==> config.mk <==
export PLATFORM = sky130hd
export DESIGN_NAME = mac_datapath_flat
export DESIGN_NICKNAME = d
export VERILOG_FILES = /design/src/mixer_pkg.sv /design/src/mac_ctl_if.sv /design/src/mac_datapath.sv /design/src/flat_wrapper.sv
export SDC_FILE = /design/constraint.sdc
export NUM_CORES = 1
export LEC_CHECK = 0
export ABC_CLOCK_PERIOD_IN_PS = 27700
export BUFFER_PORTS_ARGS = -buffer_cell sky130_fd_sc_hd__buf_4
export CORE_ASPECT_RATIO = 1.25
export CORE_MARGIN = 8
export CORE_UTILIZATION = 30
export CTS_BUF_LIST = sky130_fd_sc_hd__clkbuf_4
export CTS_CLUSTER_DIAMETER = 50
export DETAILED_ROUTE_END_ITERATION = 10
export PLACE_DENSITY = 0.53
export SLEW_MARGIN = 10
export SYNTH_ARGS = -nofsm -noshare
export SYNTH_HDL_FRONTEND = slang
export SYNTH_SLANG_ARGS = --single-unit
==> constraint.sdc <==
create_clock -name ck -period 27.7 [get_ports ck]
set_input_delay 5.54 -clock ck [delete_from_list [all_inputs] [get_ports ck]]
set_output_delay 5.54 -clock ck [all_outputs]
set_load 0.02 [all_outputs]
==> src/mixer_pkg.sv <==
// Shared widths, opcode encodings and instruction field positions for the audio mixer
package mixer_pkg;

    // Channel and frame index widths
    localparam int CHAN_W = 4;
    localparam int FRAME_W = 4;

    // Store address is {frame, chan}; program store uses the same width
    localparam int ADDR_W = FRAME_W + CHAN_W;

    // Datapath widths
    localparam int SAMPLE_W = 16;
    localparam int ACC_W = 40;
    localparam int PROD_W = 2 * SAMPLE_W + 1;

    // Instruction word and its fields, top to bottom
    localparam int INSTR_W = 32;
    localparam int OP_W = 8;
    localparam int OP_LSB = 24;
    localparam int OFF_LSB = 20;
    localparam int CHAN_LSB = 16;
    localparam int GAIN_LSB = 0;

    // Opcodes; bit 0 of a MAC selects clear, bit 1 selects subtract
    typedef enum logic [OP_W-1:0] {
        OP_NOOP  = 8'h00,
        OP_SAVE  = 8'h02,
        OP_MAC   = 8'h08,
        OP_MACZ  = 8'h09,
        OP_MACN  = 8'h0A,
        OP_MACNZ = 8'h0B,
        OP_HALT  = 8'h0F
    } opcode_t;

endpackage

==> src/mac_ctl_if.sv <==
// Per-instruction MAC and SAVE control passed from the sequencer to the datapath
interface mac_ctl_if;

    // Accumulate this cycle
    logic mac_en;
    // Load instead of accumulate
    logic clear;
    logic subtract;

    // Write an output sample
    logic save_en;
    logic [mixer_pkg::FRAME_W-1:0] shift;
    logic [mixer_pkg::CHAN_W-1:0] out_chan;

    // Unsigned gain for the multiplier
    logic [mixer_pkg::SAMPLE_W-1:0] gain;

    modport seq (
        output mac_en,
        output clear,
        output subtract,
        output save_en,
        output shift,
        output out_chan,
        output gain
    );

    modport dp (
        input mac_en,
        input clear,
        input subtract,
        input save_en,
        input shift,
        input out_chan,
        input gain
    );

endinterface

==> src/mac_datapath.sv <==
// Multiply-accumulate datapath with shift-and-truncate output stage
module mac_datapath (
    input  logic                                  ck,
    input  logic                                  reset,
    input  logic signed [mixer_pkg::SAMPLE_W-1:0] sample,
    mac_ctl_if.dp                                 ctl,
    output logic                                  out_we,
    output logic [mixer_pkg::CHAN_W-1:0]          out_chan,
    output logic [mixer_pkg::SAMPLE_W-1:0]        out_data
);

    // Multiplier operands widened to the full product width
    logic signed [mixer_pkg::PROD_W-1:0] sample_x;
    logic signed [mixer_pkg::PROD_W-1:0] gain_x;
    logic signed [mixer_pkg::PROD_W-1:0] product;

    // Accumulator path
    logic signed [mixer_pkg::ACC_W-1:0] addend;
    logic signed [mixer_pkg::ACC_W-1:0] base;
    logic signed [mixer_pkg::ACC_W-1:0] acc_next;
    logic signed [mixer_pkg::ACC_W-1:0] acc;

    // Save stage
    logic save_q;
    logic [mixer_pkg::FRAME_W-1:0] shift_q;
    logic [mixer_pkg::CHAN_W-1:0] chan_q;
    logic signed [mixer_pkg::ACC_W-1:0] scaled;

    assign sample_x = (mixer_pkg::PROD_W)'(sample);
    // Gain is unsigned so zero extend
    assign gain_x = $signed({{(mixer_pkg::SAMPLE_W + 1){1'b0}}, ctl.gain});
    assign product = sample_x * gain_x;

    assign addend = (mixer_pkg::ACC_W)'(product);
    assign base = ctl.clear ? '0 : acc;
    assign acc_next = ctl.subtract ? base - addend : base + addend;

    always_ff @(posedge ck) begin
        if (ctl.mac_en) begin
            acc <= acc_next;
        end
    end

    // SAVE reads the accumulator one cycle later, after the previous MAC lands
    always_ff @(posedge ck) begin
        if (reset) begin
            save_q <= 1'b0;
        end else begin
            save_q <= ctl.save_en;
        end
    end

    always_ff @(posedge ck) begin
        shift_q <= ctl.shift;
        chan_q <= ctl.out_chan;
    end

    // Arithmetic shift keeps the sign, then plain truncation
    assign scaled = acc >>> shift_q;

    always_ff @(posedge ck) begin
        if (reset) begin
            out_we <= 1'b0;
            out_chan <= '0;
            out_data <= '0;
        end else begin
            out_we <= save_q;
            if (save_q) begin
                out_chan <= chan_q;
                out_data <= scaled[mixer_pkg::SAMPLE_W-1:0];
            end
        end
    end

endmodule

==> src/flat_wrapper.sv <==
// flat-port wrapper written by rule: the top's interface ports become plain ports
module mac_datapath_flat 
  (ck, reset, sample, out_we, out_chan, out_data, ctl_mac_en, ctl_clear, ctl_subtract, ctl_save_en, ctl_shift, ctl_out_chan, ctl_gain);
  mac_ctl_if ctl_i ();
  input  logic ck;
  input  logic reset;
  input  logic signed [mixer_pkg::SAMPLE_W-1:0] sample;
  output logic out_we;
  output logic [mixer_pkg::CHAN_W-1:0] out_chan;
  output logic [mixer_pkg::SAMPLE_W-1:0] out_data;
  input wire logic [$bits(ctl_i.mac_en)-1:0] ctl_mac_en;
  input wire logic [$bits(ctl_i.clear)-1:0] ctl_clear;
  input wire logic [$bits(ctl_i.subtract)-1:0] ctl_subtract;
  input wire logic [$bits(ctl_i.save_en)-1:0] ctl_save_en;
  input wire logic [$bits(ctl_i.shift)-1:0] ctl_shift;
  input wire logic [$bits(ctl_i.out_chan)-1:0] ctl_out_chan;
  input wire logic [$bits(ctl_i.gain)-1:0] ctl_gain;
  assign ctl_i.mac_en = ctl_mac_en;
  assign ctl_i.clear = ctl_clear;
  assign ctl_i.subtract = ctl_subtract;
  assign ctl_i.save_en = ctl_save_en;
  assign ctl_i.shift = ctl_shift;
  assign ctl_i.out_chan = ctl_out_chan;
  assign ctl_i.gain = ctl_gain;
  mac_datapath u_core (.ck(ck), .reset(reset), .sample(sample), .ctl(ctl_i), .out_we(out_we), .out_chan(out_chan), .out_data(out_data));
endmodule
### Word level (Yosys, flattened, before mapping)

Cells that the tools add are included.

| storage, ports and cells | value |
|---|---|
| bits of input ports | 46 |
| output and inout port bits | 21 |
| bits in registers | 70 |

| operators by class | value |
|---|---|
| $mul | 1 |
| shift operators | 1 |
| add/sub/neg operators | 2 |
| multiplexer cells | 2 |

Operators with widths:

| operator | count |
|---|---|
| 2-to-1 mux 40 bit | 2 |
| adder 40 x 33 -> 40 bit | 1 |
| >>> shifter 40 x 4 -> 16 bit | 1 |
| subtractor 40 x 33 -> 40 bit | 1 |
| multiplier 16 x 17 -> 33 bit | 1 |

### Longest topological paths before layout

Gate-level depths: netlist of the first run.

| depth | value |
|---|---|
| word-level depth | 3 |
| depth in mapped cells | 36 |
| depth with buffers taken out | 33 |

### Worst setup path before layout of the first run

Ideal clock, no wire load.

| path | value |
|---|---|
| path kind | input to register |
| start | input port ctl_gain[5] |
| end | register u_core.acc[30] (netlist name), data pin |
| arrival time | 13.092 ns |
| library setup time | 0.260 ns |
| path buffers | 3 |
| stages on the path | 36 |
| slack | 14.349 ns |
| cell sequence | clkbuf_1 > nand2_1 > fa_1 > inv_1 > fa_1 > inv_1 > fa_1 > inv_1 > fa_1 > fa_1 > inv_1 > fa_1 > inv_1 > ha_1 > buf_4 > and3_1 > buf_6 > nand2_1 > a2111oi_2 > nor2_1 > xnor2_1 > nor4_2 > and3_2 > a21oi_1 > xor2_1 > ha_1 > a21oi_1 > o21ai_0 > nand2_1 > nand2_1 > a21o_1 > a41oi_1 > o21ba_2 > o21ai_0 > xor2_1 > xnor2_1 |

| between the ends | value |
|---|---|
| word-level cells in the longest chain between the ends | 3 |
| elaborated cells on any way between the ends | 4 |
| classes of those cells | 2 x add/sub; 1 x mul; 1 x mux |

Ends and longest elaborated chain:

| item | RTL line | RTL |
|---|---|---|
| start: declaration | flat_wrapper.sv:17 | `input wire logic [$bits(ctl_i.gain)-1:0] ctl_gain;` |
| multiplier 16 x 17 -> 33 bit (*) | mac_datapath.sv:32 | `assign product = sample_x * gain_x;` |
| adder 40 x 33 -> 40 bit / subtractor 40 x 33 -> 40 bit (equally long branches) | mac_datapath.sv:36 | `assign acc_next = ctl.subtract ? base - addend : base + addend;` |
| 2-to-1 mux 40 bit (*) | mac_datapath.sv:36 |  |
| named net u_core.acc_next (one bit) | mac_datapath.sv:20 | `logic signed [mixer_pkg::ACC_W-1:0] acc_next;` |
| end signal: assignment | mac_datapath.sv:40 | `acc <= acc_next;` |
| end: declaration | mac_datapath.sv:21 | `logic signed [mixer_pkg::ACC_W-1:0] acc;` |

Mark *: on every way through the listed nets, which the timed path passes. The rest lies on a longest branch.
A chain may end at the register's enable or synchronous reset.

### Worst setup path after layout of the first run

| path | value |
|---|---|
| start | input port sample[9] (netlist name) |
| end | register u_core.acc[30] (netlist name), data pin |

| between the ends | value |
|---|---|
| word-level cells in the longest chain between the ends | 3 |
| elaborated cells on any way between the ends | 4 |
| classes of those cells | 2 x add/sub; 1 x mul; 1 x mux |

Ends and longest elaborated chain:

| item | RTL line | RTL |
|---|---|---|
| start: declaration | flat_wrapper.sv:7 | `input logic signed [mixer_pkg::SAMPLE_W-1:0] sample;` |
| multiplier 16 x 17 -> 33 bit (*) | mac_datapath.sv:32 |  |
| adder 40 x 33 -> 40 bit / subtractor 40 x 33 -> 40 bit (equally long branches) | mac_datapath.sv:36 |  |
| 2-to-1 mux 40 bit (*) | mac_datapath.sv:36 |  |
| named net u_core.acc_next (one bit) | mac_datapath.sv:20 |  |

Marked as above.

==> flow_summary.yaml, run 1 <==
run_status:
  outcome: "finished clean"
detailed_routing:
  wl_per_cell_um: 15.2
  met1_length_mm: 15.7
  route.antenna.remaining_nets: 0
  drt-pass1-iter-count: 7
  wirelength_mm: 34.2
  dr_wl_met3_mm: 1.29
  routed.top_layer: "met4"
  num_vias: 10600
  routed_via_density: 4.73
  drc: 0
  drt_iter0_markers: 499
  wl_met2_mm: 16.8
setup_path:
  critPathMaxFanout: 16
  cp-end-kind: "flip-flop"
  cp_slowest_cell: "a2111oi_2"
  r2r_start: "u_core.acc[6]"
  critical-path-max-stage-delay_ps: 560
  reg2reg_slack_ps: 24210
  r2r_end: "u_core.acc[30]"
  crit_top_cell: "fa_1"
  cp.required_ps: 27910
  r2r_cells: 12
  startpoint_type: "primary input"
  arrival_ps: 14050
  crit_type: "primary input to flip-flop"
cts:
  clk_path_buf_depth: 2
  root_buffer: "clkbuf_4"
  cts_resized: 0
  postCtsHoldBufs: 0
  numCtsBuffers: 9
  post-cts-setup-buffer-count: 0
  cts.reportedPaths.clkPinSlew_ps: 140
  clock_sinks: 61
  cts_tree: "built"
  htree_levels: 3
  clk_latency_ps: 440
sta:
  max_freq_mhz: 72.2
  period_needed_ps: 13850
  relSlewSlack: 0.220
  setup_viol: 0
  worst_slew_pin_slew_ps: 1170
  setup_tns_ps: 0
  maxSlewViolCount: 0
  finalClockSkew_ps: 31.2
  fin_crit_sh: 0.500
  finalHoldViolCount: 0
  rsz0062_at_grt: "no"
synth:
  post_synth_num_cell_types: 90
  yosysTopAreaCellShare: 0.276
  synth_top_area_cell: "fa_1"
  yosys_warnings: 0
  ys_seq_area_frac: 0.108
  syn_nets: 1979
  syn_inst: 1596
  syn-mean-instance-area_um2: 8.85
  synth-edff-count: 31
  synthArstFlopShare: 0
  synth_area_leaders: "fa_1 28%, ha_1 13%, inv_1 7.0%"
  synth_area_um2: 14100
  ys.flop_type: "edfxtp_1"
  ys_seq_elements: 61
global_routing:
  antenna_found_initial: 1
  grt_pass1_wl_mm: 56.9
  overflow: 0
  grt_max_degree: 35
  groute.usage.overall: 0.126
  first_global_vias: 11300
finish:
  area.growth.synth_to_final_pct: 8.09
  nets: 1992
  drive_gt1_frac: 0.0836
floorplanning:
  rows: 89
  die_x_um: 210
  initial_core_util: 0.301
  ios: 67
  die_h_um: 259
  core_area_um2: 46900
  dieArea_um2: 54300
place:
  place_congestion: 0.816
  place_hpwl_mm: 28.3
  port_buffers: 66
run:
  drv_cap: 0
worst_hold_path:
  hold_end: "u_core.out_chan[3]"
  hold_path.class: "flip-flop to flip-flop"
  hp-start: "u_core.chan_q[3]"
  worstHoldPathCells: 2
## worst max path at each step
stage	from	to	slack (ps)	cells past startpoint
floorplan	ctl_gain[5]	u_core.acc[30]	14350	36
global placement	sample[9]	u_core.acc[30]	13520	34
detailed placement	sample[9]	u_core.acc[30]	13400	34
CTS	sample[9]	u_core.acc[30]	13860	34
global route	sample[9]	u_core.acc[30]	13330	34
finish	sample[9]	u_core.acc[30]	13850	34
## layout by cell type (no fill, tap or decap), types with 4 or more instances in the layout
| cell | count |
|---|---|
| o211ai_1 | 4 |
| nor2_1 | 89 |
| xor2_1 | 28 |
| a31oi_1 | 8 |
| mux2i_1 | 54 |
| nand2b_1 | 19 |
| nor2b_1 | 42 |
| ha_1 | 142 |
| a211oi_1 | 20 |
| buf_4 | 67 |
| a21oi_1 | 64 |
| dfxtp_1 | 30 |
| a21o_1 | 22 |
| edfxtp_1 | 31 |
| and2_1 | 115 |
| mux4_2 | 14 |
| nand2_1 | 169 |
| a41oi_1 | 5 |
| nand3_1 | 16 |
| and3_1 | 9 |
| fa_1 | 195 |
| o21a_1 | 10 |
| inv_1 | 265 |
| o21bai_1 | 4 |
| o21ai_0 | 38 |
| clkbuf_4 | 9 |
| nor3_1 | 8 |
| xnor2_1 | 53 |
## worst max-delay path, delay by kind of cell
family	cells	cell delay, ps
xor gates and xnor gates	4	710
buffers and inverters	6	480
and+or+nand+nor	8	1590
adders and majority gates	8	3890
AOI/OAI and AO/OA	8	1810
## state kept, by name, summed over array words and instances (netlist names)
signal           cells
u_core.out_chan      4
u_core.chan_q        4
u_core.save_q        1
u_core.out_we        1
u_core.shift_q       4
u_core.out_data     16
u_core.acc          31
## synthesized netlist by cell type, drive strengths merged (14+ instances only)
master  number
dfxtp       30
ha         142
mux4        14
mux2i       54
xnor2       53
a21o        23
a21oi       65
clkbuf      51
xor2        28
nor2b       43
nand2      169
and2       116
fa         195
nand3       18
nor2        90
o21ai       39
inv        265
edfxtp      31
nand2b      19
a211oi      22
## cell type report
cell class	instances	area (µm²)
Antenna cell	1	2.50
Tap cell	637	797
Fill cell	4959	31600
Sequential cell	61	1530
Inverter	266	998
Timing Repair Buffer	67	503
Clock buffer	9	67.6
Clock inverter	7	72.6
Multi-Input combinational cell	1204	11300
## routing by layer
metal / vias up / track usage
li1: 5166 / -
met1: 5215 / 0.164
met2: 231 / 0.225
met3: 36 / 0.0139
met4: 0 / 0.0259
met5: - / 0
## through the flow
stage	cells	setup slack, ps	hold WS (ps)	utilization	cell area [µm²]
6_report	2252	13850	483	0.326	15300
4_1_cts	2251	13860	491	0.326	15300
5_1_grt	2252	13330	534	0.326	15300
3_3_place_gp	2235	13520	458	0.323	15100
2_1_floorplan	1596	14350	440	-	14100
3_5_place_dp	2235	13400	462	0.323	15100
## kinds of logic after synthesis
kind of cell / synth area share
simple gates: 0.181
fa+ha+maj: 0.402
buf+inv: 0.0920
compound gates: 0.103
xor+xnor: 0.0502
mux: 0.0630
flops: 0.108
Power of run 1 is not shown: default switching activity piles up to over one toggle a cycle in this logic, so the estimate is an artifact.
==> inputs of run 2 (changes only) <==
ABC_CLOCK_PERIOD_IN_PS = 12400   (was 27700)
PLACE_DENSITY = 0.54   (was 0.53)
clock period = 12.4 ns   (was 27.7 ns; I/O delays follow)
==> run 2 against run 1 <==
Effect of this change: via count shrank 0.89%; critical path depth is 1 lower; die area is the same; clock-buffer cell count did not move; hold slack better by 5.0 ps; global-route usage is essentially flat; core utilization is 0.085 points higher; final cell count barely moved; non-clock buffer count up 1; cell area rose by 0.26%.
==> flow_summary.yaml, run 2 (synthesis gave the netlist of run 1 again) <==
run_status:
  outcome: "finished clean"
setup_path:
  r2r_end: "u_core.acc[30]"
  crit_top_cell: "fa_1"
  critical-path-max-stage-delay_ps: 550
  cp_num_buf_inv: 5
  startpoint_type: "primary input"
  cp-end-kind: "flip-flop"
  critPathMaxFanout: 16
  cp.required_ps: 12580
  r2r_cells: 12
  arrival_ps: 10910
  cp_top_family: "adder cells"
  cp_slowest_cell: "fa_1"
  reg2reg_slack_ps: 8830
  crit_type: "primary input to flip-flop"
  r2r_start: "u_core.acc[8]"
detailed_routing:
  num_vias: 10600
  drc: 0
  drt-pass1-iter-count: 4
  routed_via_density: 4.68
  wirelength_mm: 34.1
  drt_iter0_markers: 477
  route.antenna.remaining_nets: 0
  wl_per_cell_um: 15.1
floorplanning:
  core_area_um2: 46900
  dieArea_um2: 54300
  rows: 89
  ios: 67
  die_x_um: 210
  die_h_um: 259
  initial_core_util: 0.301
cts:
  clock_sinks: 61
  postCtsHoldBufs: 0
  htree_levels: 3
  cts_tree: "built"
  clk_path_buf_depth: 2
  post-cts-setup-buffer-count: 0
  numCtsBuffers: 9
  cts_resized: 0
  cts.reportedPaths.clkPinSlew_ps: 130
  clk_latency_ps: 430
  root_buffer: "clkbuf_4"
global_routing:
  first_global_vias: 11300
  overflow: 0
  groute.usage.overall: 0.127
  grt_max_degree: 35
  antenna_found_initial: 1
  grt_pass1_wl_mm: 56.9
finish:
  top_register: "u_core.acc"
  largest_register_ff_count: 31
  multi_input_area_um2: 11300
  fill_cells: 4940
  final_util: 0.326
  area.growth.synth_to_final_pct: 8.37
  instances_no_fill: 2253
  reg_top3: "u_core.acc (31), u_core.out_data (16)"
  nets: 1993
  final_common_cell: "inv_1"
  final_cell_mix: "265 x inv_1, 195 x fa_1, 169 x nand2_1"
  regArea_um2: 1530
  drive_gt1_frac: 0.0848
place:
  place_inst: 2236
  pre_cts_ws_ps: 1240
  place_congestion: 0.830
  place_hpwl_mm: 28.1
  port_buffers: 66
sta:
  max_freq_mhz: 93.2
  relSlewSlack: 0.210
  maxSlewViolCount: 0
  finalHoldViolCount: 0
  finalClockSkew_ps: 24.2
  setup_tns_ps: 0
  rsz0062_at_grt: "no"
  setup_viol: 0
  worst_slack_ps: 1680
  worst_slew_pin_slew_ps: 1180
  period_needed_ps: 10720
  fin_crit_sh: 0.865
worst_hold_path:
  hold_end: "u_core.out_chan[1]"
  hp-start: "u_core.chan_q[1]"
  worstHoldPathCells: 2
  hold_path.class: "flip-flop to flip-flop"
run:
  drv_cap: 0
==> run 2: cell type report <==
class,instances,share of cell area
multi-input combinational,1204,0.738
sequential,61,0.100
inverter,266,0.0652
tap,637,0.0521
timing repair buffer,68,0.0334
clock inverter,7,0.00687
clock buffer,9,0.00442
antenna,1,0.000164
==> run 2: routing by layer <==
metal	vias up	global-route usage	wire [µm]
met5	-	0	0
met4	0	0.0282	537
met1	5164	0.161	15700
met3	34	0.0157	1090
li1	5161	-	-
met2	194	0.226	16800
==> run 2: worst max-delay path by stage <==
stage | from | end | slack, ps | depth (start not counted)
2_1_floorplan | ctl_gain[5] | u_core.acc[30] | 2110 | 36
3_5_place_dp | sample[9] | u_core.acc[30] | 1240 | 34
5_1_grt | ctl_gain[8] | u_core.acc[30] | 1210 | 33
6_report | ctl_gain[8] | u_core.acc[30] | 1680 | 33
3_3_place_gp | sample[9] | u_core.acc[30] | 1360 | 34
4_1_cts | sample[9] | u_core.acc[30] | 1720 | 34
==> run 2: per-stage QoR <==
stage,hold WS (ps),area (µm²)
after floorplan,440,14100
after global placement,451,15100
after detailed placement,463,15100
after CTS,495,15300
after global routing,500,15300
final,488,15300
==> run 2: worst reg2reg max path, delay by kind of cell (launching register included) <==
| kind | cells | cell delay [ps] |
|---|---|---|
| DFF | 1 | 480 |
| xor gates and xnor gates | 2 | 330 |
| adders and majority gates | 1 | 340 |
| and+or+nand+nor | 4 | 610 |
| AOI/OAI and AO/OA | 5 | 1570 |
Power of run 2 is left out for the same reason.
