<file path="src/mixer_pkg.sv">
// Shared widths, opcode encodings and instruction field positions for the audio mixer
package mixer_pkg;

    // Channel and frame index widths
    localparam int CHAN_W = 4;
    localparam int FRAME_W = 4;

    // Store address is {frame, chan}; program store uses the same width
    localparam int ADDR_W = FRAME_W + CHAN_W;

    // Datapath widths
    localparam int SAMPLE_W = 16;
    localparam int ACC_W = 40;
    localparam int PROD_W = 2 * SAMPLE_W + 1;

    // Instruction word and its fields, top to bottom
    localparam int INSTR_W = 32;
    localparam int OP_W = 8;
    localparam int OP_LSB = 24;
    localparam int OFF_LSB = 20;
    localparam int CHAN_LSB = 16;
    localparam int GAIN_LSB = 0;

    // Opcodes; bit 0 of a MAC selects clear, bit 1 selects subtract
    typedef enum logic [OP_W-1:0] {
        OP_NOOP  = 8'h00,
        OP_SAVE  = 8'h02,
        OP_MAC   = 8'h08,
        OP_MACZ  = 8'h09,
        OP_MACN  = 8'h0A,
        OP_MACNZ = 8'h0B,
        OP_HALT  = 8'h0F
    } opcode_t;

endpackage

</file>
<file path="src/mac_ctl_if.sv">
// Per-instruction MAC and SAVE control passed from the sequencer to the datapath
interface mac_ctl_if;

    // Accumulate this cycle
    logic mac_en;
    // Load instead of accumulate
    logic clear;
    logic subtract;

    // Write an output sample
    logic save_en;
    logic [mixer_pkg::FRAME_W-1:0] shift;
    logic [mixer_pkg::CHAN_W-1:0] out_chan;

    // Unsigned gain for the multiplier
    logic [mixer_pkg::SAMPLE_W-1:0] gain;

    modport seq (
        output mac_en,
        output clear,
        output subtract,
        output save_en,
        output shift,
        output out_chan,
        output gain
    );

    modport dp (
        input mac_en,
        input clear,
        input subtract,
        input save_en,
        input shift,
        input out_chan,
        input gain
    );

endinterface

</file>
<file path="src/mix_sequencer.sv">
// Fetches and decodes the mixing program and issues sample reads and MAC controls
module mix_sequencer (
    input  logic                          ck,
    input  logic                          reset,
    input  logic                          start,
    input  logic [mixer_pkg::FRAME_W-1:0] frame,
    output logic [mixer_pkg::ADDR_W-1:0]  pc,
    input  logic [mixer_pkg::INSTR_W-1:0] instr,
    output logic [mixer_pkg::ADDR_W-1:0]  smp_addr,
    output logic                          busy,
    output logic                          done,
    output logic                          error,
    mac_ctl_if.seq                        ctl
);

    typedef enum logic [1:0] {
        S_IDLE,
        S_RUN,
        S_DRAIN
    } state_t;

    state_t state;

    // Frame number held for the whole run
    logic [mixer_pkg::FRAME_W-1:0] frame_q;

    // Slot valid flags: pc issue, coef read, decode
    logic fetch_v;
    logic read_v;
    logic dec_v;

    logic [mixer_pkg::INSTR_W-1:0] instr_q;

    // Instruction fields
    mixer_pkg::opcode_t op;
    logic [mixer_pkg::FRAME_W-1:0] offset;
    logic [mixer_pkg::CHAN_W-1:0] chan;
    logic [mixer_pkg::SAMPLE_W-1:0] gain;
    logic [mixer_pkg::FRAME_W-1:0] src_frame;

    // Decoded opcode
    logic is_mac;
    logic is_clear;
    logic is_sub;
    logic is_save;
    logic is_halt;
    logic is_bad;
    logic stop;

    // Tracks the HALT slot through the datapath stages
    logic [2:0] halt_pipe;

    assign fetch_v = (state == S_RUN);
    assign busy = (state != S_IDLE);

    assign op = mixer_pkg::opcode_t'(instr_q[mixer_pkg::OP_LSB +: mixer_pkg::OP_W]);
    assign offset = instr_q[mixer_pkg::OFF_LSB +: mixer_pkg::FRAME_W];
    assign chan = instr_q[mixer_pkg::CHAN_LSB +: mixer_pkg::CHAN_W];
    assign gain = instr_q[mixer_pkg::GAIN_LSB +: mixer_pkg::SAMPLE_W];

    // Delayed frame wraps modulo 16
    assign src_frame = frame_q - offset;
    assign smp_addr = {src_frame, chan};

    always_comb begin
        is_mac = 1'b0;
        is_clear = 1'b0;
        is_sub = 1'b0;
        is_save = 1'b0;
        is_halt = 1'b0;
        is_bad = 1'b0;
        case (op)
            mixer_pkg::OP_NOOP: ;
            mixer_pkg::OP_SAVE: is_save = 1'b1;
            mixer_pkg::OP_MAC: is_mac = 1'b1;
            mixer_pkg::OP_MACZ: begin
                is_mac = 1'b1;
                is_clear = 1'b1;
            end
            mixer_pkg::OP_MACN: begin
                is_mac = 1'b1;
                is_sub = 1'b1;
            end
            mixer_pkg::OP_MACNZ: begin
                is_mac = 1'b1;
                is_clear = 1'b1;
                is_sub = 1'b1;
            end
            mixer_pkg::OP_HALT: is_halt = 1'b1;
            default: is_bad = 1'b1;
        endcase
    end

    // An illegal opcode ends the run like HALT
    assign stop = dec_v & (is_halt | is_bad);

    always_ff @(posedge ck) begin
        if (reset) begin
            state <= S_IDLE;
            pc <= '0;
            read_v <= 1'b0;
            dec_v <= 1'b0;
            halt_pipe <= '0;
            done <= 1'b0;
            error <= 1'b0;
        end else begin
            // Kill the two younger slots already fetched behind a stop
            read_v <= fetch_v & ~stop;
            dec_v <= read_v & ~stop;
            halt_pipe <= {halt_pipe[1:0], stop};
            done <= halt_pipe[2];
            if (dec_v && is_bad) begin
                error <= 1'b1;
            end
            case (state)
                S_IDLE: begin
                    if (start) begin
                        state <= S_RUN;
                        pc <= '0;
                        error <= 1'b0;
                    end
                end
                S_RUN: begin
                    pc <= pc + 1'b1;
                    if (stop) begin
                        state <= S_DRAIN;
                    end
                end
                default: begin
                    // Wait for the last SAVE to leave the datapath
                    if (halt_pipe[2]) begin
                        state <= S_IDLE;
                    end
                end
            endcase
        end
    end

    always_ff @(posedge ck) begin
        if (state == S_IDLE && start) begin
            frame_q <= frame;
        end
        if (read_v) begin
            instr_q <= instr;
        end
    end

    // Controls meet the sample one cycle after decode
    always_ff @(posedge ck) begin
        if (reset) begin
            ctl.mac_en <= 1'b0;
            ctl.save_en <= 1'b0;
        end else begin
            ctl.mac_en <= dec_v & is_mac;
            ctl.save_en <= dec_v & is_save;
        end
    end

    always_ff @(posedge ck) begin
        ctl.clear <= is_clear;
        ctl.subtract <= is_sub;
        ctl.shift <= offset;
        ctl.out_chan <= gain[mixer_pkg::CHAN_W-1:0];
        ctl.gain <= gain;
    end

endmodule

</file>
<file path="src/flat_wrapper.sv">
// flat-port wrapper written by rule: the top's interface ports become plain ports
module mix_sequencer_flat 
  (ck, reset, start, frame, pc, instr, smp_addr, busy, done, error, ctl_mac_en, ctl_clear, ctl_subtract, ctl_save_en, ctl_shift, ctl_out_chan, ctl_gain);
  mac_ctl_if ctl_i ();
  input  logic ck;
  input  logic reset;
  input  logic start;
  input  logic [mixer_pkg::FRAME_W-1:0] frame;
  output logic [mixer_pkg::ADDR_W-1:0] pc;
  input  logic [mixer_pkg::INSTR_W-1:0] instr;
  output logic [mixer_pkg::ADDR_W-1:0] smp_addr;
  output logic busy;
  output logic done;
  output logic error;
  output wire logic [$bits(ctl_i.mac_en)-1:0] ctl_mac_en;
  output wire logic [$bits(ctl_i.clear)-1:0] ctl_clear;
  output wire logic [$bits(ctl_i.subtract)-1:0] ctl_subtract;
  output wire logic [$bits(ctl_i.save_en)-1:0] ctl_save_en;
  output wire logic [$bits(ctl_i.shift)-1:0] ctl_shift;
  output wire logic [$bits(ctl_i.out_chan)-1:0] ctl_out_chan;
  output wire logic [$bits(ctl_i.gain)-1:0] ctl_gain;
  assign ctl_mac_en = ctl_i.mac_en;
  assign ctl_clear = ctl_i.clear;
  assign ctl_subtract = ctl_i.subtract;
  assign ctl_save_en = ctl_i.save_en;
  assign ctl_shift = ctl_i.shift;
  assign ctl_out_chan = ctl_i.out_chan;
  assign ctl_gain = ctl_i.gain;
  mix_sequencer u_core (.ck(ck), .reset(reset), .start(start), .frame(frame), .pc(pc), .instr(instr), .smp_addr(smp_addr), .busy(busy), .done(done), .error(error), .ctl(ctl_i));
endmodule
</file>
<file path="config.mk">
export PLATFORM = sky130hd
export DESIGN_NAME = mix_sequencer_flat
export DESIGN_NICKNAME = d
export VERILOG_FILES = /design/src/mixer_pkg.sv /design/src/mac_ctl_if.sv /design/src/mix_sequencer.sv /design/src/flat_wrapper.sv
export SDC_FILE = /design/constraint.sdc
export NUM_CORES = 1
export LEC_CHECK = 0
export BUFFER_PORTS_ARGS = -buffer_cell sky130_fd_sc_hd__clkbuf_2
export CORE_UTILIZATION = 48
export CTS_CLUSTER_SIZE = 20
export DETAILED_ROUTE_END_ITERATION = 10
export HOLD_SLACK_MARGIN = 0.03
export PLACE_DENSITY_LB_ADDON = 0.1
export SKIP_LAST_GASP = 1
export SLEW_MARGIN = 20
export SYNTH_ARGS = -nofsm -noshare
export SYNTH_HDL_FRONTEND = slang
export SYNTH_SLANG_ARGS = --single-unit
</file>
<file path="constraint.sdc">
create_clock -name ck -period 1.89 [get_ports ck]
set_clock_uncertainty 0.1 [all_clocks]
set_input_delay 0.0945 -clock ck [delete_from_list [all_inputs] [get_ports ck]]
set_output_delay 0.0945 -clock ck [all_outputs]
set_load 0.005 [all_outputs]
</file>
Word-level counts from Yosys, hierarchy flattened
Cells that the tools add are included.
Storage, ports and cells
  bits of input ports: 39
  output and inout bits: 47
  word-level logic and storage cells: 62
  register bits after elaboration: 81
Cells by class
  add/sub/neg operators: 2
  reduce and logical (&&, ||, !) cells: 13
  eq/ne operators: 9
  mux-type cells: 15
  bitwise gates (word level): 7
Operator list (count)
  $eq A8 B4 Y1 const B: 5
  $pmux W8 S2: 1
  $mux W1: 9
  $add A8 B1 Y8 const B: 1
  $eq A8 B2 Y1 const B: 1
  $logic_not A8 Y1: 1
  $mux W8: 1
  $reduce_or A7 Y1: 1
  $mux W2: 3
  $and A1 B1 Y1: 5
  $ne A2 B2 Y1 const B: 2
  $pmux W2 S2: 1
  $reduce_bool A2 Y1: 2
  $reduce_or A2 Y1: 2
  $reduce_or A4 Y1: 1
  $sub A4 B4 Y4: 1
  $reduce_and A3 Y1: 1
  $reduce_bool A3 Y1: 1
  $eq A2 B1 Y1 const B: 1
  $logic_and A1 B1 Y1: 2
  $logic_not A2 Y1: 1
  $reduce_and A2 Y1: 1
  $not A1 Y1: 1
  $or A1 B1 Y1: 1

Longest topological paths before layout
Gate-level depths: netlist of the first run.
  depth in word-level cells: 7
  mapped depth: 6

Worst setup path after synthesis of the first run
No wires, ideal clock.
  path kind: reg-to-reg
  from: reg u_core.instr_q[29] in the netlist's numbering
  to: reg u_core.state[0]
  path slack: 206 ps
  cell stages (with the launch flop): 4
  library setup time: 88 ps
  required time: 1702 ps
  period minus slack after synthesis: 1684 ps
  arrival: 1496 ps
  path through: edfxtp_1 > or4_4 > or3_4 > a311oi_2
Between the ends
  word-level cells in the longest chain between the ends: 7
  elaborated cells between the ends (all ways): 14
RTL lines
  start, declared: line mix_sequencer.sv:32  | logic [mixer_pkg::INSTR_W-1:0] instr_q;
  start signal, assigned: line mix_sequencer.sv:144  | instr_q <= instr;
  $eq A8 B2 Y1, or another cell as far along: line mix_sequencer.sv:72  | case (op)
  $reduce_or A7 Y1 (no source line)
  $mux W1: line mix_sequencer.sv:72
  $or A1 B1 Y1 *: line mix_sequencer.sv:95  | assign stop = dec_v & (is_halt | is_bad);
  $and A1 B1 Y1 *: line mix_sequencer.sv:95
  $ne A2 B2 Y1 (no source line) *
  $reduce_and A3 Y1 (no source line) *
  end signal, assigned: line mix_sequencer.sv:99  | state <= S_IDLE;
  end signal, assigned: line mix_sequencer.sv:118  | state <= S_RUN;
  end signal, assigned: line mix_sequencer.sv:126  | state <= S_DRAIN;
  end, declared: line mix_sequencer.sv:22  | state_t state;
Mark *: on every way between the ends. The rest lies on a longest branch, timed or not.
A chain may end at the register's enable or synchronous reset.

Final worst setup path of the first run
  from: reg u_core.instr_q[20] in the netlist's numbering
  to: out smp_addr[6] in the netlist's numbering
Between the ends
  word-level cells in the longest chain between the ends: 1
RTL lines
  $sub A4 B4 Y4: line mix_sequencer.sv:62  | assign src_frame = frame_q - offset;
  end, declared: line flat_wrapper.sv:11  | output logic [mixer_pkg::ADDR_W-1:0] smp_addr;
Every way passes these cells.

==> results of run 1 <==
==> repair_timing <==
action                                  CTS  global route
hold buffers                             37             0
gates resized for setup                   0             3
hold endpoints to repair                 45             0
endpoints found under the setup margin    1             3
buffers inserted                          1             0
==> metal layers <==
layer | vias up | part of all wire [%] | global-route usage [%]
met3 | 7 | 3.9 | 4.07
met2 | 49 | 52 | 30.2
met4 | 0 | 1.4 | 9.62
met1 | 773 | 42 | 20.3
li1 | 831 | - | -
met5 | - | 0 | 0
==> cells by family (layout without fill, tap and decap cells) <==
kind of cell / count (synthesis) / after routing
flip-flops: 77 / 77
buffers and inverters: 20 / 151
XOR/XNOR: 8 / 8
AND/OR/NAND/NOR: 45 / 45
multiplexers: 1 / 1
adder cells (fa/ha/maj): 5 / 5
AO/OA/AOI/OAI: 14 / 14
==> cell usage after synthesis <==
master                     number
sky130_fd_sc_hd__a211oi_2       1
sky130_fd_sc_hd__a311oi_2       1
sky130_fd_sc_hd__a21oi_1        5
sky130_fd_sc_hd__mux2_2         1
sky130_fd_sc_hd__fa_1           1
sky130_fd_sc_hd__nor2b_1        5
sky130_fd_sc_hd__a22oi_1        2
sky130_fd_sc_hd__o21bai_1       1
sky130_fd_sc_hd__o31ai_1        1
sky130_fd_sc_hd__xnor2_1        8
sky130_fd_sc_hd__nand2b_1       3
sky130_fd_sc_hd__a32oi_1        1
sky130_fd_sc_hd__a211o_1        1
sky130_fd_sc_hd__nor2_1        16
sky130_fd_sc_hd__dfxtp_1       41
sky130_fd_sc_hd__inv_1         10
sky130_fd_sc_hd__nor4_1         1
sky130_fd_sc_hd__or2_2          1
sky130_fd_sc_hd__or3_4          1
sky130_fd_sc_hd__nor3_1         3
sky130_fd_sc_hd__buf_4          8
sky130_fd_sc_hd__a21o_1         1
sky130_fd_sc_hd__and3_1         4
sky130_fd_sc_hd__clkbuf_1       2
sky130_fd_sc_hd__or4_4          1
sky130_fd_sc_hd__nand2_1        7
sky130_fd_sc_hd__edfxtp_1      36
sky130_fd_sc_hd__ha_1           4
sky130_fd_sc_hd__nand3_1        3
==> layout by cell type, fill, tap and decap left out, types with 4 or more instances in the layout <==
master / count
sky130_fd_sc_hd__nand2_1: 7
sky130_fd_sc_hd__nor2b_1: 5
sky130_fd_sc_hd__clkbuf_8: 9
sky130_fd_sc_hd__dlygate4sd3_1: 37
sky130_fd_sc_hd__xnor2_1: 8
sky130_fd_sc_hd__nor2_1: 16
sky130_fd_sc_hd__inv_1: 10
sky130_fd_sc_hd__a21oi_1: 4
sky130_fd_sc_hd__dfxtp_1: 41
sky130_fd_sc_hd__and3_1: 4
sky130_fd_sc_hd__clkbuf_2: 84
sky130_fd_sc_hd__edfxtp_1: 36
==> stage by stage <==
step / total power [mW] / area, sq um
2_1_floorplan: 1.95 / 2490
3_3_place_gp: 2.04 / 2950
3_5_place_dp: 2.04 / 2950
4_1_cts: 3.36 / 3530
5_1_grt: 3.46 / 3540
6_report: 3.32 / 3540
==> worst paths after layout <==
path | cells after the start | startpoint | to
min | 3 | start | u_core.state[0]$_SDFFE_PP0P_
max | 4 | u_core.instr_q[20]$_DFFE_PP_ | smp_addr[6]
max reg2reg | 3 | u_core.instr_q[29]$_DFFE_PP_ | u_core.state[0]$_SDFFE_PP0P_
min reg2reg | 0 | u_core.instr_q[6]$_DFFE_PP_ | u_core.ctl.gain[6]$_DFF_P_
==> power by group through the flow <==
stage | Combinational [mW] | Clock (mW) | Sequential, mW
6_report | 0.235 | 1.25 | 1.83
5_1_grt | 0.262 | 1.35 | 1.84
4_1_cts | 0.233 | 1.29 | 1.83
3_5_place_dp | 0.170 | 0 | 1.87
3_3_place_gp | 0.169 | 0 | 1.87
2_1_floorplan | 0.0703 | 0 | 1.88
==> sequential cells by signal (all words and copies together), names as in the netlist, 2 cells and up <==
signal / cells
u_core.ctl.gain: 13
u_core.ctl.out_chan: 3
u_core.ctl.shift: 4
u_core.frame_q: 4
u_core.halt_pipe: 3
u_core.instr_q: 32
u_core.pc: 8
u_core.state: 2
==> area by class of cell <==
cell class                      count  share of cell area [%]
Clock buffer                        9                    3.50
Inverter                           10                    1.06
Tap cell                           67                    2.37
Timing Repair Buffer              125                    23.1
Sequential cell                    77                    53.7
Clock inverter                      7                    2.30
Multi-Input combinational cell     73                    13.9
==> worst max-delay path: cells and delay by family (launching register included) <==
kind       cells  cell delay (ns)
fa+ha+maj      2             0.61
flops          1             0.42
buf+inv        1             0.13
xor+xnor       1             0.15
==> impl_summary.md, run 1 <==
Outcome
The flow ran to the end, and the final reports show no timing, DRC or antenna violations.

Placement
Once detailed placement completed, the half-perimeter wirelength came to between 2000 and 3000 um. The setup slack after placement is 0.148 ns. The placer congestion estimate is 0.730. The number of placed instances, taps included is between 300 and 400. The count of buffers from port buffering is 85.

STA
The number of endpoints with negative hold slack in the final report came to 0. Static timing analysis puts the maximum clock frequency at around 0.54 GHz. The minimum clock period is between 1.5 and 2 ns.

In the post-route analysis, the smallest setup slack over all paths is between 0.05 and 0.06 ns. Final hold analysis gives a worst-case slack of around 0.094 ns. The part of the cycle the worst path needs is slightly below 100%. Setup repair after global routing could not meet its margin everywhere.

For the pin with the worst max-slew slack, the measured transition is 0.551 ns. The number of setup violations in the final report is 0. The worst pin sits at a relative slew slack of 63.2%. The number of pins exceeding their max-slew limit in the final report is 0. After routing, the total negative slack on setup checks comes to 0 ns.

Global routing
The number of global-route vias before repair is around 1600. Global routing consumed, over all layers together, approximately 18% of the routing resources. Entering global routing, the biggest net connects 23 pins.

For this run the aggregate overflow at the end of global routing stands at 0. The first global-routing pass estimated a little under 7000 um of wire. The number of antenna violations at the first check in global routing was 0.

Yosys
Sequential cells were found to cover 76.3% of the synthesized design area. The synthesized design contains 77 register bits. Yosys printed 0 warnings. The mean instance size in the synthesized netlist is roughly 15 sq um. Ranked by total cell area, the synthesized netlist is headed by sky130_fd_sc_hd__edfxtp_1 (43%), sky130_fd_sc_hd__dfxtp_1 (33%), sky130_fd_sc_hd__xnor2_1 (2.8%), sky130_fd_sc_hd__buf_4 (2.4%), sky130_fd_sc_hd__nor2_1 (2.4%). By area, the combinational part of the netlist is dominated by simple AND/OR/NAND/NOR gates.

After synthesis, the largest area contributor takes up 43.4% of total cell area. The cell accounting for the most synthesized area is sky130_fd_sc_hd__edfxtp_1. Of the total synthesized cell area, the portion taken by full adders, half adders and majority gates is between 2 and 3%.

In this run, distinct cell masters in the synthesized netlist total 29. The area of the mapped netlist is ~0.0025 sq mm. The simple logic cell fraction of the synthesized area is a little under a tenth.

When the netlist entered floorplanning its net count stood at 214. The fraction of synthesized area in multiplexers is less than 1%. The post-synthesis share of cell area spent on xor and xnor gates is 2.81%. The synthesized netlist devotes about 4.3% of its cell area to compound gates. The gate count of the mapped netlist is 170.

Drt
The length of the first detailed-routing pass in iterations is 4. In this run, the number of DRC markers left after iteration 0 of detailed routing was 50. The average detailed-routed wire length per instance is about 12 um. The number of antenna-violating nets in the routed design is 0. The detailed-route vias per instance is around 4.5. The number of DRC violations after detailed routing is 0. Across all layers, the routed design uses around 1700 vias. Summed over all layers, the routed wires come to about 4400 um.

Finish
For this run, the post-layout net count is between 300 and 400. The sequential cells in the finished layout cover a total of roughly 0.0019 sq mm. Cells with a size suffix above 1 make up a little under two fifths of the layout. The number of antenna diodes in the final layout is 0. Compared with the post-synthesis result, the final layout area differs by 42.0%.

The final non-filler cell total is 368. The filler cells instantiated in the layout total approximately 340. Cells fill ~73% of the core in the end.

The area occupied by multi-input gates is a little under 500 sq um.

CTS
The clock reaches the later pin of the worst-skew pair after about 0.34 ns. The master cell of the clock root buffer is sky130_fd_sc_hd__clkbuf_8. Counting along the longest clock path gives a buffer depth of 2. The number of clock buffers added by TritonCTS is 9. The CTS sink count is 77.

TritonCTS built the clock tree. Clock-pin slew was measured on the worst setup and hold paths at about 0.08 ns. The number of levels the H-tree was split into is 3.

Power and ir drop
The cell-internal power is 2.58 mW. The share of total power in combinational logic is 7.1%. The portion of total power attributed to sequential cells is approximately 55%. The peak supply drop is 0.639 mV.

The power share of the clock group is a little under two fifths. Net switching is 22.4% of the power. The power per standard cell area is 938 mW/mm^2.

The net switching power is roughly 0.74 mW. The leakage power is between 1.5 and 2 nW.

Floorplan
The die is approximately 74 um tall. The placeable core area is just under 0.005 sq mm. The number of primary I/O pins is 86. The die covers about 0.0055 sq mm. The floorplan has 25 rows.

Once the floorplan was initialized, standard cells occupied 51.4% of the core. The horizontal extent of the die is about 74 um.

Critical path
The critical path start-end classification is reg2out. The kind of end point of the critical path is an output pin. STA puts the critical path data required time at 1.70 ns. Along the worst path, the maximum fanout reaches 2. The largest stage delay on the critical path is roughly 0.42 ns. The data arrival time of the worst path is between 1.5 and 2 ns. The signal on the critical path passes through ha_2, fa_1, xnor2_1, clkbuf_2. The flop-to-flop setup slack is 0.14 ns. STA classifies the critical path startpoint as a register. The slowest stage of the critical path is the sky130_fd_sc_hd__edfxtp_1 cell.

Hold path
In this run the worst hold path is classified as in2reg.

Flow run
Across the run, the number of max-cap violations was 0.
(Power assumes the default switching activity.)
==> run 2, diff against run 1 <==
==> constraint.sdc (replaced) <==
create_clock -name ck -period 1.89 [get_ports ck]
set_clock_uncertainty 0.1 [all_clocks]
set_input_delay 0.2835 -clock ck [delete_from_list [all_inputs] [get_ports ck]]
set_output_delay 0.2835 -clock ck [all_outputs]
set_load 0.005 [all_outputs]
==> impl_summary.md, run 2 (synthesized netlist as in run 1, its figures left out) <==
Finish
The final design area excluding fillers is about 0.0035 sq mm. The most common cell after layout, fill and taps aside is sky130_fd_sc_hd__clkbuf_2. The largest registers in the layout are u_core.instr_q (32), u_core.ctl.gain (13), u_core.pc (8).

In the layout the commonest cells are sky130_fd_sc_hd__clkbuf_2 (84), sky130_fd_sc_hd__dfxtp_1 (41), sky130_fd_sc_hd__edfxtp_1 (36). At the end of the flow, the number of nets in the layout was roughly 340. The final core area utilization is between 70% and 80%. The number of fillers in the final layout is 350. The finished layout holds about 370 standard cells, fillers aside. The register ranked first by flip-flop count is u_core.instr_q. The total inserted antenna cells is 0. The fraction of layout cells with a size suffix above 1 is 37.3%.

The flip-flop count of the largest register, all copies and words added is 32. The area overhead of the layout relative to synthesis is 40.7%. The area occupied by multi-input gates is around 490 sq um. Registers take approximately 0.0019 sq mm.

Critical path
The kind of end point of the critical path is an output pin. The critical path start-end classification is reg2out. STA classifies the critical path startpoint as a register. The critical path runs through a total of 5 cells. The worst-case reg-to-reg path depth is 3.

The data arrival time of the worst path is 1.56 ns. The cell with the biggest individual delay on the critical path is sky130_fd_sc_hd__edfxtp_1. Along the worst path, the maximum fanout reaches 2. Counting both buffers and inverters, the worst setup path holds a total of 1. The flop-to-flop setup slack is about 0.15 ns. In this design, the largest share of critical-path delay is due to flip-flops. The critical path data required time is 1.51 ns. The largest stage delay on the critical path is around 0.4 ns. The worst register-to-register path begins at u_core.instr_q[29]$_DFFE_PP_. Walking the worst path, the cells encountered are ha_1, a21o_1, a21oi_2, xnor2_1, buf_2. The endpoint identified for the worst register-to-register timing path is u_core.state[0]$_SDFFE_PP0P_.

Power and ir drop
The leakage power is 1.50 nW. In this run the power spent charging and discharging nets is 0.661 mW. Power comes to ~3.2 mW. The peak supply drop is approximately 0.7 mV. In this run switching power makes up 20.6% of total power. The power share of the clock group is a little over a third.

Of the total power, combinational logic draws about 7.2%. Power spread over the standard cell area amounts to between 900 and 1000 mW/mm^2. The portion of total power attributed to sequential cells is a little under three fifths. The internal power of the cells totals 2.55 mW.

Global routing
The number of antenna violations at the first check in global routing is 0. Entering global routing, the biggest net connects 23 pins. The first global-routing pass estimated approximately 6700 um of wire. For this run the aggregate overflow at the end of global routing stands at 0. The number of global-route vias before repair is between 1500 and 2000. The global-route usage over all layers is 17.1%.

STA
The setup TNS is -0.137 ns. Of the available clock period, the critical path in the final layout requires 103%. The number of pins exceeding their max-slew limit in the final report is 0. The slew at the pin closest to its max-slew limit is around 0.56 ns.

The peak clock frequency supported by timing is between 0.5 and 0.6 GHz. Setup repair after global routing could not meet its margin everywhere. The number of setup violations in the final report is 3. The final worst setup slack is -0.0550 ns. The minimum clock period is 1.94 ns. Measured against its own limit, the worst slew margin works out to between 60 and 70%.

The number of endpoints with negative hold slack in the final report is 0. The tightest hold path in the finished design has a slack of a little under 0.04 ns.

Drt
The number of DRC violations after detailed routing is 0. The first routing iteration left slightly below 50 violations. After detailed routing, the number of vias per cell comes to 4.44. The first detailed-routing pass ran for 4 iterations. The routed design has about 4300 um of wire.

The average detailed-routed wire length per instance is around 12 um. The number of antenna-violating nets in the routed design is 0. The via count is 1631.

Floorplan
The die area is between 0.005 and 0.006 sq mm. The vertical die dimension is around 74 um. The cell row count is 25.

The horizontal extent of the die is around 74 um. The region available for standard cell placement spans 0.00485 sq mm. The effective utilization at floorplan is 51.4%. The number of primary I/O pins is 86.

CTS
The later pin in the worst-skew pair is clocked with a latency of approximately 0.33 ns. The CTS sink count is 77. The clock transition at the registers of the reported paths is approximately 0.07 ns. Counting the buffers created by CTS gives 9. No sink is reached through more buffers than the 2 on the longest clock path. TritonCTS built the clock tree. The cell sitting at the root of the clock tree is a sky130_fd_sc_hd__clkbuf_8. The clock tree synthesis step divided the H-tree into 3 levels.

Hold path
Along the worst hold path, the cell count comes to 1. The type of the worst min-delay path is in2reg. The hold path startpoint is frame[3]. The hold path endpoint is u_core.frame_q[3]$_DFFE_PP_.

Placement
The setup slack after placement is approximately 0.17 ns. The number of placed instances, taps included is 314. Once placement finished, the instance area stood at between 0.002 and 0.003 sq mm. The HPWL after detailed placement is about 2800 um. The placer congestion estimate is between 0.7 and 0.8. The count of buffers from port buffering is 85.

Flow run
Max-cap violations in this run came to 0.

Outcome
The run finished, with violations left. The checks that failed: setup timing.
-- run 2: cell types whose count changed in the layout (fill, tap and decap cells not counted) --
cell | before | now
sky130_fd_sc_hd__clkinv_4 | 2 | 0
sky130_fd_sc_hd__fa_2 | 0 | 1
sky130_fd_sc_hd__clkinvlp_4 | 0 | 1
sky130_fd_sc_hd__clkbuf_1 | 0 | 2
sky130_fd_sc_hd__dlygate4sd3_1 | 37 | 35
sky130_fd_sc_hd__buf_4 | 3 | 4
sky130_fd_sc_hd__inv_8 | 1 | 0
sky130_fd_sc_hd__clkinv_2 | 1 | 3
sky130_fd_sc_hd__fa_1 | 1 | 0
sky130_fd_sc_hd__inv_6 | 2 | 0
-- run 2: worst max path at each step --
stage / endpoint / from
6_report: smp_addr[7] / u_core.frame_q[1]$_DFFE_PP_
5_1_grt: smp_addr[5] / u_core.instr_q[20]$_DFFE_PP_
4_1_cts: smp_addr[7] / u_core.instr_q[21]$_DFFE_PP_
3_5_place_dp: u_core.state[0]$_SDFFE_PP0P_ / u_core.instr_q[29]$_DFFE_PP_
3_3_place_gp: u_core.state[0]$_SDFFE_PP0P_ / u_core.instr_q[29]$_DFFE_PP_
2_1_floorplan: u_core.state[0]$_SDFFE_PP0P_ / u_core.instr_q[29]$_DFFE_PP_
-- run 2: final cells by class --
class	instances	area share, %
Clock inverter	5	1.50
Inverter	10	1.07
Timing Repair Buffer	124	23.0
Clock buffer	11	3.75
Tap cell	67	2.39
Sequential cell	77	54.2
Multi-Input combinational cell	73	14.1
-- run 2: worst register-to-register path: cells and delay by family, from the launching register on --
| kind | cells | cell delay (ns) |
|---|---|---|
| and+or+nand+nor | 2 | 0.97 |
| DFF | 1 | 0.36 |
| AOI/OAI and AO/OA | 1 | 0.23 |
-- run 2: routing by layer --
metal	global-route usage, %	vias up	share of wire [%]
met2	29.1	52	52
met5	0	-	0
li1	-	825	-
met4	10.3	0	2.2
met3	4.20	8	4.3
met1	19.4	746	41
-- run 2: timing repair --
item	CTS	global route
hold buffers	34	1
pin swaps	4	0
setup endpoints to repair	3	3
endpoints found under the hold margin	34	1
setup buffers	2	0
gates resized for setup	3	1
-- run 2: power by group through the flow --
stage | logic, mW | clock network (mW) | registers, mW
4_1_cts | 0.232 | 1.18 | 1.83
2_1_floorplan | 0.0703 | 0 | 1.88
3_3_place_gp | 0.169 | 0 | 1.87
5_1_grt | 0.260 | 1.26 | 1.84
3_5_place_dp | 0.170 | 0 | 1.87
6_report | 0.232 | 1.15 | 1.83
